$ cat config.mk
export PLATFORM = sky130hd
export DESIGN_NAME = pipe_phy_ctrl
export DESIGN_NICKNAME = d
export VERILOG_FILES = /design/src/common/pipe_phy_pkg.sv /design/src/rx_detect/rx_detect_seq.sv /design/src/lane/lane_ctrl.sv /design/src/design/phy_state_monitor.sv /design/src/design/pipe_phy_ctrl.sv
export VERILOG_INCLUDE_DIRS = /design/src /design/src/common
export SDC_FILE = /design/constraint.sdc
export NUM_CORES = 1
export LEC_CHECK = 0
export BUFFER_PORTS_ARGS = -buffer_cell sky130_fd_sc_hd__buf_2
export CAP_MARGIN = 20
export CORE_MARGIN = 2
export CORE_UTILIZATION = 45
export CTS_BUF_LIST = sky130_fd_sc_hd__clkbuf_16
export DETAILED_ROUTE_END_ITERATION = 10
export GPL_TIMING_DRIVEN = 0
export PLACE_DENSITY = 0.74
export REMOVE_ABC_BUFFERS = 1
export SETUP_SLACK_MARGIN = 0.5
export SLEW_MARGIN = 40
export SYNTH_ARGS = -nofsm -noshare
export SYNTH_HDL_FRONTEND = slang
export SYNTH_SLANG_ARGS = --single-unit
$ cat constraint.sdc
create_clock -name PCLK -period 2.4 [get_ports PCLK]
set_input_delay 0.12 -clock PCLK [delete_from_list [all_inputs] [get_ports PCLK]]
set_output_delay 0.12 -clock PCLK [all_outputs]
set_load 0.1 [all_outputs]
$ cat src/common/pipe_phy_consts.svh
// Lane count, counter widths, detect timing and RxValid stability constants
`ifndef PIPE_PHY_CONSTS_SVH
`define PIPE_PHY_CONSTS_SVH

// ========================================
// Lane configuration
// ========================================

// Number of PIPE lanes handled by the wrapper
`define PHY_LANES 4

// Receive status field per lane, PIPE RxStatus encoding
`define RX_STATUS_W 3

// ========================================
// Receiver-detect timing
// ========================================

// Detect enable on before charge timing
// 255 clocks, about 1 us at 250 MHz
`define DET_EN_CYCLES 255

// Charge-timing pulse length in clocks
`define DET_CT_CYCLES 4

// Detect timing counter, must hold DET_EN_CYCLES
`define DET_CNT_W 8

// ========================================
// RxValid qualification
// ========================================

// Clean receive cycles needed before RxValid is passed on
`define RX_STABLE_CYCLES 100

// Stability counter, saturates at RX_STABLE_CYCLES
`define RX_CNT_W 10

`endif

$ cat src/common/pipe_phy_pkg.sv
// Shared types: receiver-detect FSM states and PIPE power states
package pipe_phy_pkg;

   // ========================================
   // Receiver-detect sequencer states
   // ========================================

   // IDLE waits for the request edge
   // EN holds detect enable for the settle time
   // CT drives the charge-timing pulse
   // WAIT_DONE waits until every lane has reported done
   typedef enum logic [1:0] {
      DET_IDLE      = 2'd0,
      DET_EN        = 2'd1,
      DET_CT        = 2'd2,
      DET_WAIT_DONE = 2'd3
   } det_state_e;

   // ========================================
   // PIPE PowerDown encoding
   // ========================================

   // P0 normal operation
   // P0S low recovery time standby
   // P1 deep standby, receiver detect only here
   // P2 lowest power, PCLK may stop
   typedef enum logic [1:0] {
      P0  = 2'd0,
      P0S = 2'd1,
      P1  = 2'd2,
      P2  = 2'd3
   } power_state_e;

endpackage

$ cat src/rx_detect/rx_detect_seq.sv
// Receiver-detect sequencer: request edge, detect timing counter and detect FSM
`timescale 1ns/1ps
`include "pipe_phy_consts.svh"

module rx_detect_seq (
   input  logic                       PCLK,
   input  logic                       RESET_n,
   input  pipe_phy_pkg::power_state_e power_down,
   input  logic                       tx_detect_rx,
   input  logic [`PHY_LANES-1:0]      tx_elec_idle,
   input  logic                       det_complete,
   output logic                       det_start,
   output logic                       pcie_ct,
   output logic                       seq_wait
);

   pipe_phy_pkg::det_state_e state;
   logic                     det_req;
   logic                     req_q;
   logic                     req_d;
   logic                     req_dd;
   logic                     req_rise;
   logic [`DET_CNT_W-1:0]    det_cnt;
   logic                     en_done;

   // Detect only legal in P1 with every transmitter idle
   assign det_req = tx_detect_rx && (power_down == pipe_phy_pkg::P1) && (&tx_elec_idle);

   // Edge taken on the second stage, keeps the PIPE input off the FSM path
   assign req_rise = req_d & ~req_dd;

   // Lanes may only act on done while the sequencer is waiting
   assign seq_wait = (state == pipe_phy_pkg::DET_WAIT_DONE);

   // ========================================
   // Request pipeline
   // ========================================
   always_ff @(posedge PCLK or negedge RESET_n) begin
      if (!RESET_n) begin
         req_q  <= 1'b0;
         req_d  <= 1'b0;
         req_dd <= 1'b0;
      end else begin
         req_q  <= det_req;
         req_d  <= req_q;
         req_dd <= req_d;
      end
   end

   // Registered terminal count of the enable period
   // adds one clock after det_cnt reaches the limit
   always_ff @(posedge PCLK or negedge RESET_n) begin
      if (!RESET_n) begin
         en_done <= 1'b0;
      end else begin
         en_done <= (state == pipe_phy_pkg::DET_EN) &&
                    (det_cnt == `DET_CNT_W'(`DET_EN_CYCLES));
      end
   end

   // ========================================
   // Detect FSM
   // ========================================
   always_ff @(posedge PCLK or negedge RESET_n) begin
      if (!RESET_n) begin
         state     <= pipe_phy_pkg::DET_IDLE;
         det_start <= 1'b0;
         pcie_ct   <= 1'b0;
         det_cnt   <= '0;
      end else begin
         // Start is a single clock
         det_start <= 1'b0;
         case (state)
            pipe_phy_pkg::DET_IDLE: begin
               pcie_ct <= 1'b0;
               det_cnt <= '0;
               if (req_rise) begin
                  state     <= pipe_phy_pkg::DET_EN;
                  det_start <= 1'b1;
               end
            end
            pipe_phy_pkg::DET_EN: begin
               // Lanes raise det_en one clock after start, count from there
               if (!det_start)
                  det_cnt <= det_cnt + 1'b1;
               if (en_done) begin
                  state   <= pipe_phy_pkg::DET_CT;
                  pcie_ct <= 1'b1;
                  det_cnt <= '0;
               end
            end
            pipe_phy_pkg::DET_CT: begin
               det_cnt <= det_cnt + 1'b1;
               // Pulse spans DET_CT_CYCLES plus the entry clock
               if (det_cnt == `DET_CNT_W'(`DET_CT_CYCLES)) begin
                  state   <= pipe_phy_pkg::DET_WAIT_DONE;
                  pcie_ct <= 1'b0;
                  det_cnt <= '0;
               end
            end
            pipe_phy_pkg::DET_WAIT_DONE: begin
               // Variable latency, ends when all lanes are done
               if (det_complete)
                  state <= pipe_phy_pkg::DET_IDLE;
            end
            default: begin
               state   <= pipe_phy_pkg::DET_IDLE;
               pcie_ct <= 1'b0;
            end
         endcase
      end
   end

endmodule

$ cat src/lane/lane_ctrl.sv
// Per-lane controller: done synchronizer, detect enable, presence latch, RxValid qualifier
`timescale 1ns/1ps
`include "pipe_phy_consts.svh"

module lane_ctrl (
   input  logic                    PCLK,
   input  logic                    RESET_n,
   input  logic                    det_start,
   input  logic                    seq_wait,
   input  logic                    pcie_done,
   input  logic                    pcie_con,
   input  logic                    pcs_rx_valid,
   input  logic                    rx_elec_idle,
   input  logic                    rx_lol,
   input  logic [`RX_STATUS_W-1:0] rx_status,
   input  logic                    core_rstn,
   input  logic                    phy_l0,
   output logic                    det_en,
   output logic                    done_sync,
   output logic                    lane_present,
   output logic                    rx_valid
);

   logic                 done_s0;
   logic                 done_s1;
   logic                 done_q;
   logic                 done_edge;
   logic                 rx_fault;
   logic                 rx_clean;
   logic                 cnt_hit;
   logic [`RX_CNT_W-1:0] rx_cnt;

   // Done leaves the synchronizer here for the monitor
   assign done_sync = done_s1;

   // ========================================
   // Done synchronizer and edge
   // ========================================
   always_ff @(posedge PCLK or negedge RESET_n) begin
      if (!RESET_n) begin
         done_s0   <= 1'b0;
         done_s1   <= 1'b0;
         done_q    <= 1'b0;
         done_edge <= 1'b0;
      end else begin
         // PCS status is asynchronous to PCLK
         done_s0   <= pcie_done;
         done_s1   <= done_s0;
         done_q    <= done_s1;
         // Registered rise, one clock wide
         done_edge <= done_s1 & ~done_q;
      end
   end

   // Detect enable and presence
   always_ff @(posedge PCLK or negedge RESET_n) begin
      if (!RESET_n) begin
         det_en       <= 1'b0;
         lane_present <= 1'b0;
      end else if (det_start) begin
         // New detect forgets the old result
         det_en       <= 1'b1;
         lane_present <= 1'b0;
      end else if (done_edge && seq_wait) begin
         det_en       <= 1'b0;
         lane_present <= pcie_con;
      end
   end

   // ========================================
   // RxValid qualification
   // ========================================
   assign rx_fault = rx_elec_idle | rx_lol;
   assign rx_clean = core_rstn & pcs_rx_valid & ~rx_fault & (rx_status == '0);
   assign cnt_hit  = (rx_cnt == `RX_CNT_W'(`RX_STABLE_CYCLES));

   // Stability counter, restarts on any unclean cycle
   always_ff @(posedge PCLK or negedge RESET_n) begin
      if (!RESET_n)
         rx_cnt <= '0;
      else if (!rx_clean)
         rx_cnt <= '0;
      else if (!cnt_hit)
         rx_cnt <= rx_cnt + 1'b1;
   end

   // L0 pass-through wins, then count reached, then fault clear
   always_ff @(posedge PCLK or negedge RESET_n) begin
      if (!RESET_n)
         rx_valid <= 1'b0;
      else if (phy_l0 && core_rstn && pcs_rx_valid && !rx_fault)
         rx_valid <= pcs_rx_valid;
      else if (rx_clean && cnt_hit)
         rx_valid <= 1'b1;
      else if (!core_rstn || !pcs_rx_valid || rx_fault)
         rx_valid <= 1'b0;
   end

endmodule

$ cat src/design/phy_state_monitor.sv
// PHY state monitor: PLL lock and reset synchronizers, all-done edge, PhyStatus
`timescale 1ns/1ps
`include "pipe_phy_consts.svh"

module phy_state_monitor (
   input  logic                       PCLK,
   input  logic                       RESET_n,
   input  logic                       pll_lol,
   input  logic                       rsl_rx_rdy,
   input  pipe_phy_pkg::power_state_e power_down,
   input  logic [`PHY_LANES-1:0]      done_sync,
   output logic                       det_complete,
   output logic                       core_rstn,
   output logic                       phy_status
);

   logic                       plol_s0;
   logic                       plol_s1;
   logic                       rdy_s0;
   logic                       done_all;
   logic                       done_all_q;
   pipe_phy_pkg::power_state_e pd_q;

   // PIPE power transitions that report PhyStatus
   function automatic logic legal_change(input pipe_phy_pkg::power_state_e from_ps,
                                         input pipe_phy_pkg::power_state_e to_ps);
      case (from_ps)
         pipe_phy_pkg::P0:  return (to_ps != pipe_phy_pkg::P0);
         pipe_phy_pkg::P0S: return (to_ps == pipe_phy_pkg::P0);
         pipe_phy_pkg::P1:  return (to_ps == pipe_phy_pkg::P0);
         pipe_phy_pkg::P2:  return (to_ps == pipe_phy_pkg::P0) || (to_ps == pipe_phy_pkg::P1);
         default:           return 1'b0;
      endcase
   endfunction

   // All lanes done, one clock after the last rise
   assign det_complete = done_all & ~done_all_q;

   // ========================================
   // Synchronizers and status
   // ========================================
   always_ff @(posedge PCLK or negedge RESET_n) begin
      if (!RESET_n) begin
         plol_s0    <= 1'b1;
         plol_s1    <= 1'b1;
         rdy_s0     <= 1'b0;
         core_rstn  <= 1'b0;
         done_all   <= 1'b0;
         done_all_q <= 1'b0;
         pd_q       <= pipe_phy_pkg::P0;
         phy_status <= 1'b1;
      end else begin
         plol_s0    <= pll_lol;
         plol_s1    <= plol_s0;
         // Core reset follows the PCS receive-ready
         rdy_s0     <= rsl_rx_rdy;
         core_rstn  <= rdy_s0;
         done_all   <= &done_sync;
         done_all_q <= done_all;
         pd_q       <= power_down;
         // PhyStatus held high until the PLL locks
         if (!plol_s1)
            phy_status <= legal_change(pd_q, power_down) || det_complete;
      end
   end

endmodule

$ cat src/design/pipe_phy_ctrl.sv
// Top level: detect sequencer, per-lane controllers and PHY state monitor
`timescale 1ns/1ps
`include "pipe_phy_consts.svh"

module pipe_phy_ctrl (
   input  logic                                PCLK,
   input  logic                                RESET_n,
   // PIPE MAC side
   input  pipe_phy_pkg::power_state_e          power_down,
   input  logic                                tx_detect_rx,
   input  logic [`PHY_LANES-1:0]               tx_elec_idle,
   input  logic                                phy_l0,
   // PCS status
   input  logic [`PHY_LANES-1:0]               pcie_done,
   input  logic [`PHY_LANES-1:0]               pcie_con,
   input  logic [`PHY_LANES-1:0]               pcs_rx_valid,
   input  logic [`PHY_LANES-1:0]               rx_elec_idle,
   input  logic [`PHY_LANES-1:0]               rx_lol,
   input  logic [`PHY_LANES*`RX_STATUS_W-1:0]  rx_status,
   input  logic                                pll_lol,
   input  logic                                rsl_rx_rdy,
   // PCS controls and PIPE status
   output logic [`PHY_LANES-1:0]               det_en,
   output logic                                pcie_ct,
   output logic                                phy_status,
   output logic [`PHY_LANES-1:0]               lane_present,
   output logic [`PHY_LANES-1:0]               rx_valid,
   output logic                                pcie_ip_rstn
);

   logic                  det_start;
   logic                  seq_wait;
   logic                  det_complete;
   logic                  core_rstn;
   logic [`PHY_LANES-1:0] done_sync;

   assign pcie_ip_rstn = core_rstn;

   // ========================================
   // Detect sequencer
   // ========================================
   rx_detect_seq u_seq (
      .PCLK         (PCLK),
      .RESET_n      (RESET_n),
      .power_down   (power_down),
      .tx_detect_rx (tx_detect_rx),
      .tx_elec_idle (tx_elec_idle),
      .det_complete (det_complete),
      .det_start    (det_start),
      .pcie_ct      (pcie_ct),
      .seq_wait     (seq_wait)
   );

   // One controller per lane
   for (genvar g = 0; g < `PHY_LANES; g++) begin : g_lane
      lane_ctrl u_lane (
         .PCLK         (PCLK),
         .RESET_n      (RESET_n),
         .det_start    (det_start),
         .seq_wait     (seq_wait),
         .pcie_done    (pcie_done[g]),
         .pcie_con     (pcie_con[g]),
         .pcs_rx_valid (pcs_rx_valid[g]),
         .rx_elec_idle (rx_elec_idle[g]),
         .rx_lol       (rx_lol[g]),
         .rx_status    (rx_status[g*`RX_STATUS_W +: `RX_STATUS_W]),
         .core_rstn    (core_rstn),
         .phy_l0       (phy_l0),
         .det_en       (det_en[g]),
         .done_sync    (done_sync[g]),
         .lane_present (lane_present[g]),
         .rx_valid     (rx_valid[g])
      );
   end

   // Drains done flags, owns PhyStatus and core reset
   phy_state_monitor u_mon (
      .PCLK         (PCLK),
      .RESET_n      (RESET_n),
      .pll_lol      (pll_lol),
      .rsl_rx_rdy   (rsl_rx_rdy),
      .power_down   (power_down),
      .done_sync    (done_sync),
      .det_complete (det_complete),
      .core_rstn    (core_rstn),
      .phy_status   (phy_status)
   );

endmodule

==> results.cfg, run 1 <==
[timing]
hold_viol_final = 0
final_max_slew_viol_count = 0
tns_ns = 0
period_needed_ns = 2.28
worst_pin_slew_ns = 0.582
rsz0062_at_grt = yes
finalClockSkew_ns = 0.0105
relSlewSlack_pct = 61.2
fmax_mhz = 440
hold_slack_ns = 0.0362
setup_viol = 0
finalCritPeriodShare_pct = 94.8

[yosys]
avgSynthCellArea_sq_um = 10.8
synthFlopType = dfrtp_1
async_flop_share_pct = 100
synth-seq-cells = 93
ys_seq_area_share_pct = 55.3
yosysWarnings = 0
synth_area_sq_um = 4220
synth_edf_count = 0
syn_inst = 390
yosys.cell_types.count = 47

[setup_path]
max_stage_delay_ns = 0.44
critPathRequiredTime_ns = 2.63
cp-start-kind = flop
cp_cell_sequence = inv_2 -> ha_4 -> or4b_4 -> o41a_1 -> or3_4 -> mux2_4
crit_path_end_kind = flop
worstSetupPathType = reg -> reg
worst_path_max_delay_cell = or4b_4
arrival_ns = 2.51
critical_path.max_fanout = 4

[grt]
grt_use_total_pct = 18.1
grt_max_degree = 63
grt_pass1_wl_um = 14500
grt_pass1_vias = 3238
overflow = 0
antenna_found_initial = 0

[floorplanning]
fp.dieW_um = 101
core_region_area_sq_um = 9150
die-area_sq_um = 10200
die_h_um = 101
fp-row-count = 35
io_pins = 59
initial_utilization_pct = 46.1

[hold_path]
hp-class = in -> reg

[route]
routed_wl_um = 8370
drcViolationCount = 0
wl_per_cell_um = 14.2
drtIter0Drc = 86
dr.pass1.iters = 4
vias = 3110
postRouteAntennaNets = 0
vias_per_cell = 5.29

[final_layout]
stdcell_count = 588
top_regs = g_lane.u_lane.rx_cnt x40, u_seq.det_cnt x8
syn2layout_area_growth_pct = 23.7
nFillCells = 783
drive_gt1_share_pct = 24.1
largest_register_ffs = 40
nets = 533
top_register = g_lane.u_lane.rx_cnt
diodes = 0

[cts]
cts_tree = yes
cts_buffers = 9
htree_levels = 3
clk_pin_slew_ns = 0.07
worstSkewPairLatency_ns = 0.34
clkSinkCount = 93
cts-root-buf = clkbuf_16
clockBufferDepth = 2

[placement]
dpl.hpwl_um = 5390
place.gp.congestion = 0.763
dp_cells = 542
portBuffers = 58

[status]
outcome = completed

[flow_run]
drv_cap = 0

[power_and_ir_drop]
vdd_drop_max_mv = 0.619
power_density_nw_per_um2 = 893
p_leak_nw = 2.38
## synthesized netlist by cell type, types with 2 or more instances
master	n	area share [%]
a21o_1	4	0.71
a21oi_1	20	2.4
a31oi_1	2	0.30
and3_1	5	0.74
and4_1	3	0.62
buf_4	12	2.1
clkbuf_1	5	0.45
dfrtp_1	90	53
dfstp_2	3	1.9
ha_1	17	5.0
inv_1	21	1.9
mux2_2	2	0.53
mux2i_1	5	1.2
nand2_1	22	2.0
nand2b_1	7	1.0
nand3_1	22	2.6
nand4_1	12	1.8
nand4bb_1	4	1.1
nor2_1	44	3.9
nor2b_1	6	0.89
nor3_1	7	0.83
nor3b_1	4	0.71
nor4b_1	4	0.83
o21ai_0	6	0.71
o21bai_1	2	0.36
o22ai_1	5	0.74
or3_1	4	0.59
or4_1	4	0.71
xnor2_1	20	4.2
xor2_1	11	2.3
## layer usage
metal	GRT usage (%)	up-vias	part of all wire [%]
met3	4.79	19	4.6
met2	31.0	83	50
li1	-	1500	-
met5	0	-	0
met4	6.43	0	2.3
met1	22.0	1508	43
## path summary, 6_finish.rpt
path	start	endpoint	slack (ns)	cells after the start
max reg2reg	u_seq.det_cnt[0]	u_seq.state[1]	0.12	6
min reg2reg	g_lane[1].u_lane.done_s0	g_lane[1].u_lane.done_sync	0.35	0
min in group asynchronous	RESET_n	g_lane[2].u_lane.det_en	0.23	2
min	pcie_con[0]	g_lane[0].u_lane.lane_present	0.04	3
max in group asynchronous	RESET_n	u_mon.plol_s0	1.54	3
max	u_seq.det_cnt[0]	u_seq.state[1]	0.12	6
## where the power goes
part	switching, mW	total, mW	internal, mW	leakage, nW
clock network	0.656	1.49	0.833	0.151
logic	0.903	1.43	0.522	1.00
registers	0.0640	1.74	1.68	1.23
## stage by stage
stage	setup WS [ns]	total power [mW]	cell area, sq um	util, %
floorplan	0.248	2.56	4100	-
global placement	0.146	2.76	4530	49.5
detailed placement	0.145	2.80	4570	49.9
CTS	0.172	4.51	5140	56.2
global route	0.0794	4.86	5220	57.0
finish	0.125	4.66	5220	57.0
## logic make-up after synthesis
kind of cell	after synthesis	share of synthesized area, %
and+or+nand+nor	156	19.9
DFF	93	55.3
AOI/OAI and AO/OA	46	6.65
buffers and inverters	39	4.54
xor gates and xnor gates	31	6.44
adders and majority gates	17	5.05
muxes	8	2.08
## critical path: cells and delay by family, from the launching register on
family	cells	cell delay, ns
compound gates	1	0.42
simple gates	2	0.82
mux	1	0.30
flops	1	0.41
fa+ha+maj	1	0.12
buf+inv	1	0.09
## placed cells by master, fill, tap and decap left out, drive strengths merged, types with 9 or more instances in the layout
master and count:
nand4 12, clkbuf 9, nand3 22, dfrtp 90, inv 24, a21oi 20, xnor2 20, ha 17
xor2 11, buf 80, nor2 44, dlygate4sd3 9, nand2 22
## cell type report
class / count / area [sq um] / area share, %
multi-input combinational: 258 / 1760 / 33.7
inverter: 21 / 78.8 / 1.51
clock buffer: 9 / 225 / 4.32
clock inverter: 7 / 91.3 / 1.75
tap: 111 / 139 / 2.66
timing repair buffer: 89 / 594 / 11.4
sequential: 93 / 2330 / 44.7
## what timing repair did
| item | 4_1_cts | 5_1_grt |
|---|---|---|
| resized for setup | 8 | 13 |
| hold buffers | 9 | 0 |
| gates cloned | 0 | 0 |
| endpoints found under the setup margin | 11 | 11 |
| endpoints found under the hold margin | 40 | 0 |
| buffers inserted | 19 | 2 |
| pin swaps | 3 | 1 |
Power figures use the tool's default switching activity.
==> inputs of run 2 (changes only) <==
Settings changed: CELL_PAD_IN_SITES_DETAIL_PLACEMENT set to 2, CELL_PAD_IN_SITES_GLOBAL_PLACEMENT set to 2, CORE_UTILIZATION 45 to 37, PLACE_DENSITY 0.74 to 0.88.
==> run 2 against run 1 <==
Register-to-register slack about the same. Sequential cell count did not move. Setup slack gained 0.011 ns. Final area is 0.19% higher. Routed wire length grew 41%. Maximum frequency grew 0.50%. Critical endpoint unchanged. Largest cell class unchanged. Largest power group unchanged.
==> results.cfg, run 2 (same netlist as run 1, synthesis figures left out) <==
[cts]
htree_levels = 3
clkSinkCount = 93
clockBufferDepth = 2
cts_buffers = 9
worstSkewPairLatency_ns = 0.35
cts-root-buf = clkbuf_16
cts_tree = yes
clk_pin_slew_ns = 0.07

[timing]
worst_pin_slew_ns = 0.809
setup_ws_ns = 0.136
period_needed_ns = 2.26
fmax_mhz = 442
final_max_slew_viol_count = 0
hold_slack_ns = 0.0294
finalCritPeriodShare_pct = 94.3
tns_ns = 0
setup_viol = 0
relSlewSlack_pct = 46.1
hold_viol_final = 0
finalClockSkew_ns = 0.00915
rsz0062_at_grt = yes

[placement]
dpl.hpwl_um = 7520
place.gp.congestion = 0.807
portBuffers = 58
dp_slack_ns = 0.0882

[power_and_ir_drop]
vdd_drop_max_mv = 0.591
p_leak_nw = 2.36
power_density_nw_per_um2 = 897

[grt]
met3_usage_pct = 3.94
grt_use_total_pct = 19.6
overflow = 0
grt_max_degree = 59
antenna_found_initial = 0
grt_pass1_wl_um = 19100
grtUsageMet2_pct = 36.6
grt_use_met1_pct = 22.2
busiest_layer = met2
grt_pass1_vias = 3677

[setup_path]
r2r_setup_slack_ns = 0.14
critPathRequiredTime_ns = 2.64
arrival_ns = 2.50
rr_worst_depth = 6
cp-start-kind = flop
worstSetupPathType = reg -> reg
crit_path_end_kind = flop
critical_path.max_fanout = 3

[hold_path]
hold_depth = 3
hp-class = in -> reg

[final_layout]
final_cell_mix = 90 x dfrtp_1, 57 x buf_2, 44 x nor2_1
nets = 529
layout_commonest_cell = dfrtp_1
syn2layout_area_growth_pct = 24.0
drive_gt1_share_pct = 24.7
diodes = 0
top_register = g_lane.u_lane.rx_cnt
largest_register_ffs = 40
nFillCells = 1115
top_regs = g_lane.u_lane.rx_cnt x40, u_seq.det_cnt x8
fin_util_pct = 47.6

[route]
routed_wl_um = 11800
wl_per_cell_um = 19.2
vias = 3209
dr.pass1.iters = 6
drtIter0Drc = 108
vias_per_cell = 5.23
postRouteAntennaNets = 0
drcViolationCount = 0

[floorplanning]
io_pins = 59
die-area_sq_um = 12300
core_region_area_sq_um = 11000
fp-row-count = 38
initial_utilization_pct = 38.4
fp.dieW_um = 111
die_h_um = 111

[status]
outcome = completed

[flow_run]
drv_cap = 0
run 2: cell types whose count changed in the layout (fill, tap and decap cells not counted), moves of 2 or more:
cell     change
a21oi_1      -5
buf_6        -2
a21oi_2      +4
buf_4        -2
run 2: timing repair:
item	4_1_cts	5_1_grt
pin swaps	8	4
endpoints found under the setup margin	11	18
resized for setup	21	7
endpoints found under the hold margin	44	0
setup buffers	9	8
hold buffers	9	0
cloned	0	0
run 2: critical path: stages (launching register included):
cell     delay [ns]
dfrtp_1        0.40
inv_2          0.09
ha_4           0.13
or4b_4         0.46
o41a_1         0.38
or3_4          0.37
mux2_4         0.32
run 2: path summary, 6_finish.rpt:
check / start / endpoint
hold / removal: tx_elec_idle[1] / u_seq.req_q
hold reg to reg: g_lane[0].u_lane.done_s0 / g_lane[0].u_lane.done_sync
min in group asynchronous: RESET_n / g_lane[0].u_lane.det_en
max in group asynchronous: RESET_n / u_mon.plol_s1
setup / recovery: u_seq.det_cnt[1] / u_seq.state[1]
setup reg to reg: u_seq.det_cnt[1] / u_seq.state[1]
run 2: layout make-up:
class / count / area (sq um) / area share (%)
inverter: 21 / 78.8 / 1.51
clock buffer: 9 / 225 / 4.31
tap: 140 / 175 / 3.35
sequential: 93 / 2330 / 44.6
timing repair buffer: 85 / 557 / 10.7
multi-input combinational: 258 / 1800 / 34.5
clock inverter: 7 / 57.6 / 1.10
run 2: power breakdown:
part / internal, mW / total [mW] / leakage, nW / switching (mW)
Clock: 0.721 / 1.38 / 0.145 / 0.660
Combinational: 0.538 / 1.55 / 0.985 / 1.02
Sequential: 1.68 / 1.75 / 1.23 / 0.0721
run 2: per-stage QoR:
stage                     area, sq um  power [mW]  instances
after floorplan                  4100        2.56        372
after global placement           4570        2.78        570
after detailed placement         4600        2.87        571
after CTS                        5130        4.57        605
after global routing             5230        4.89        613
final                            5230        4.69        613
run 2: per-layer routing:
metal	routed length, um	up-vias
li1	-	1493
met1	4740	1629
met2	6520	73
met3	391	14
met4	148	0
met5	0	-
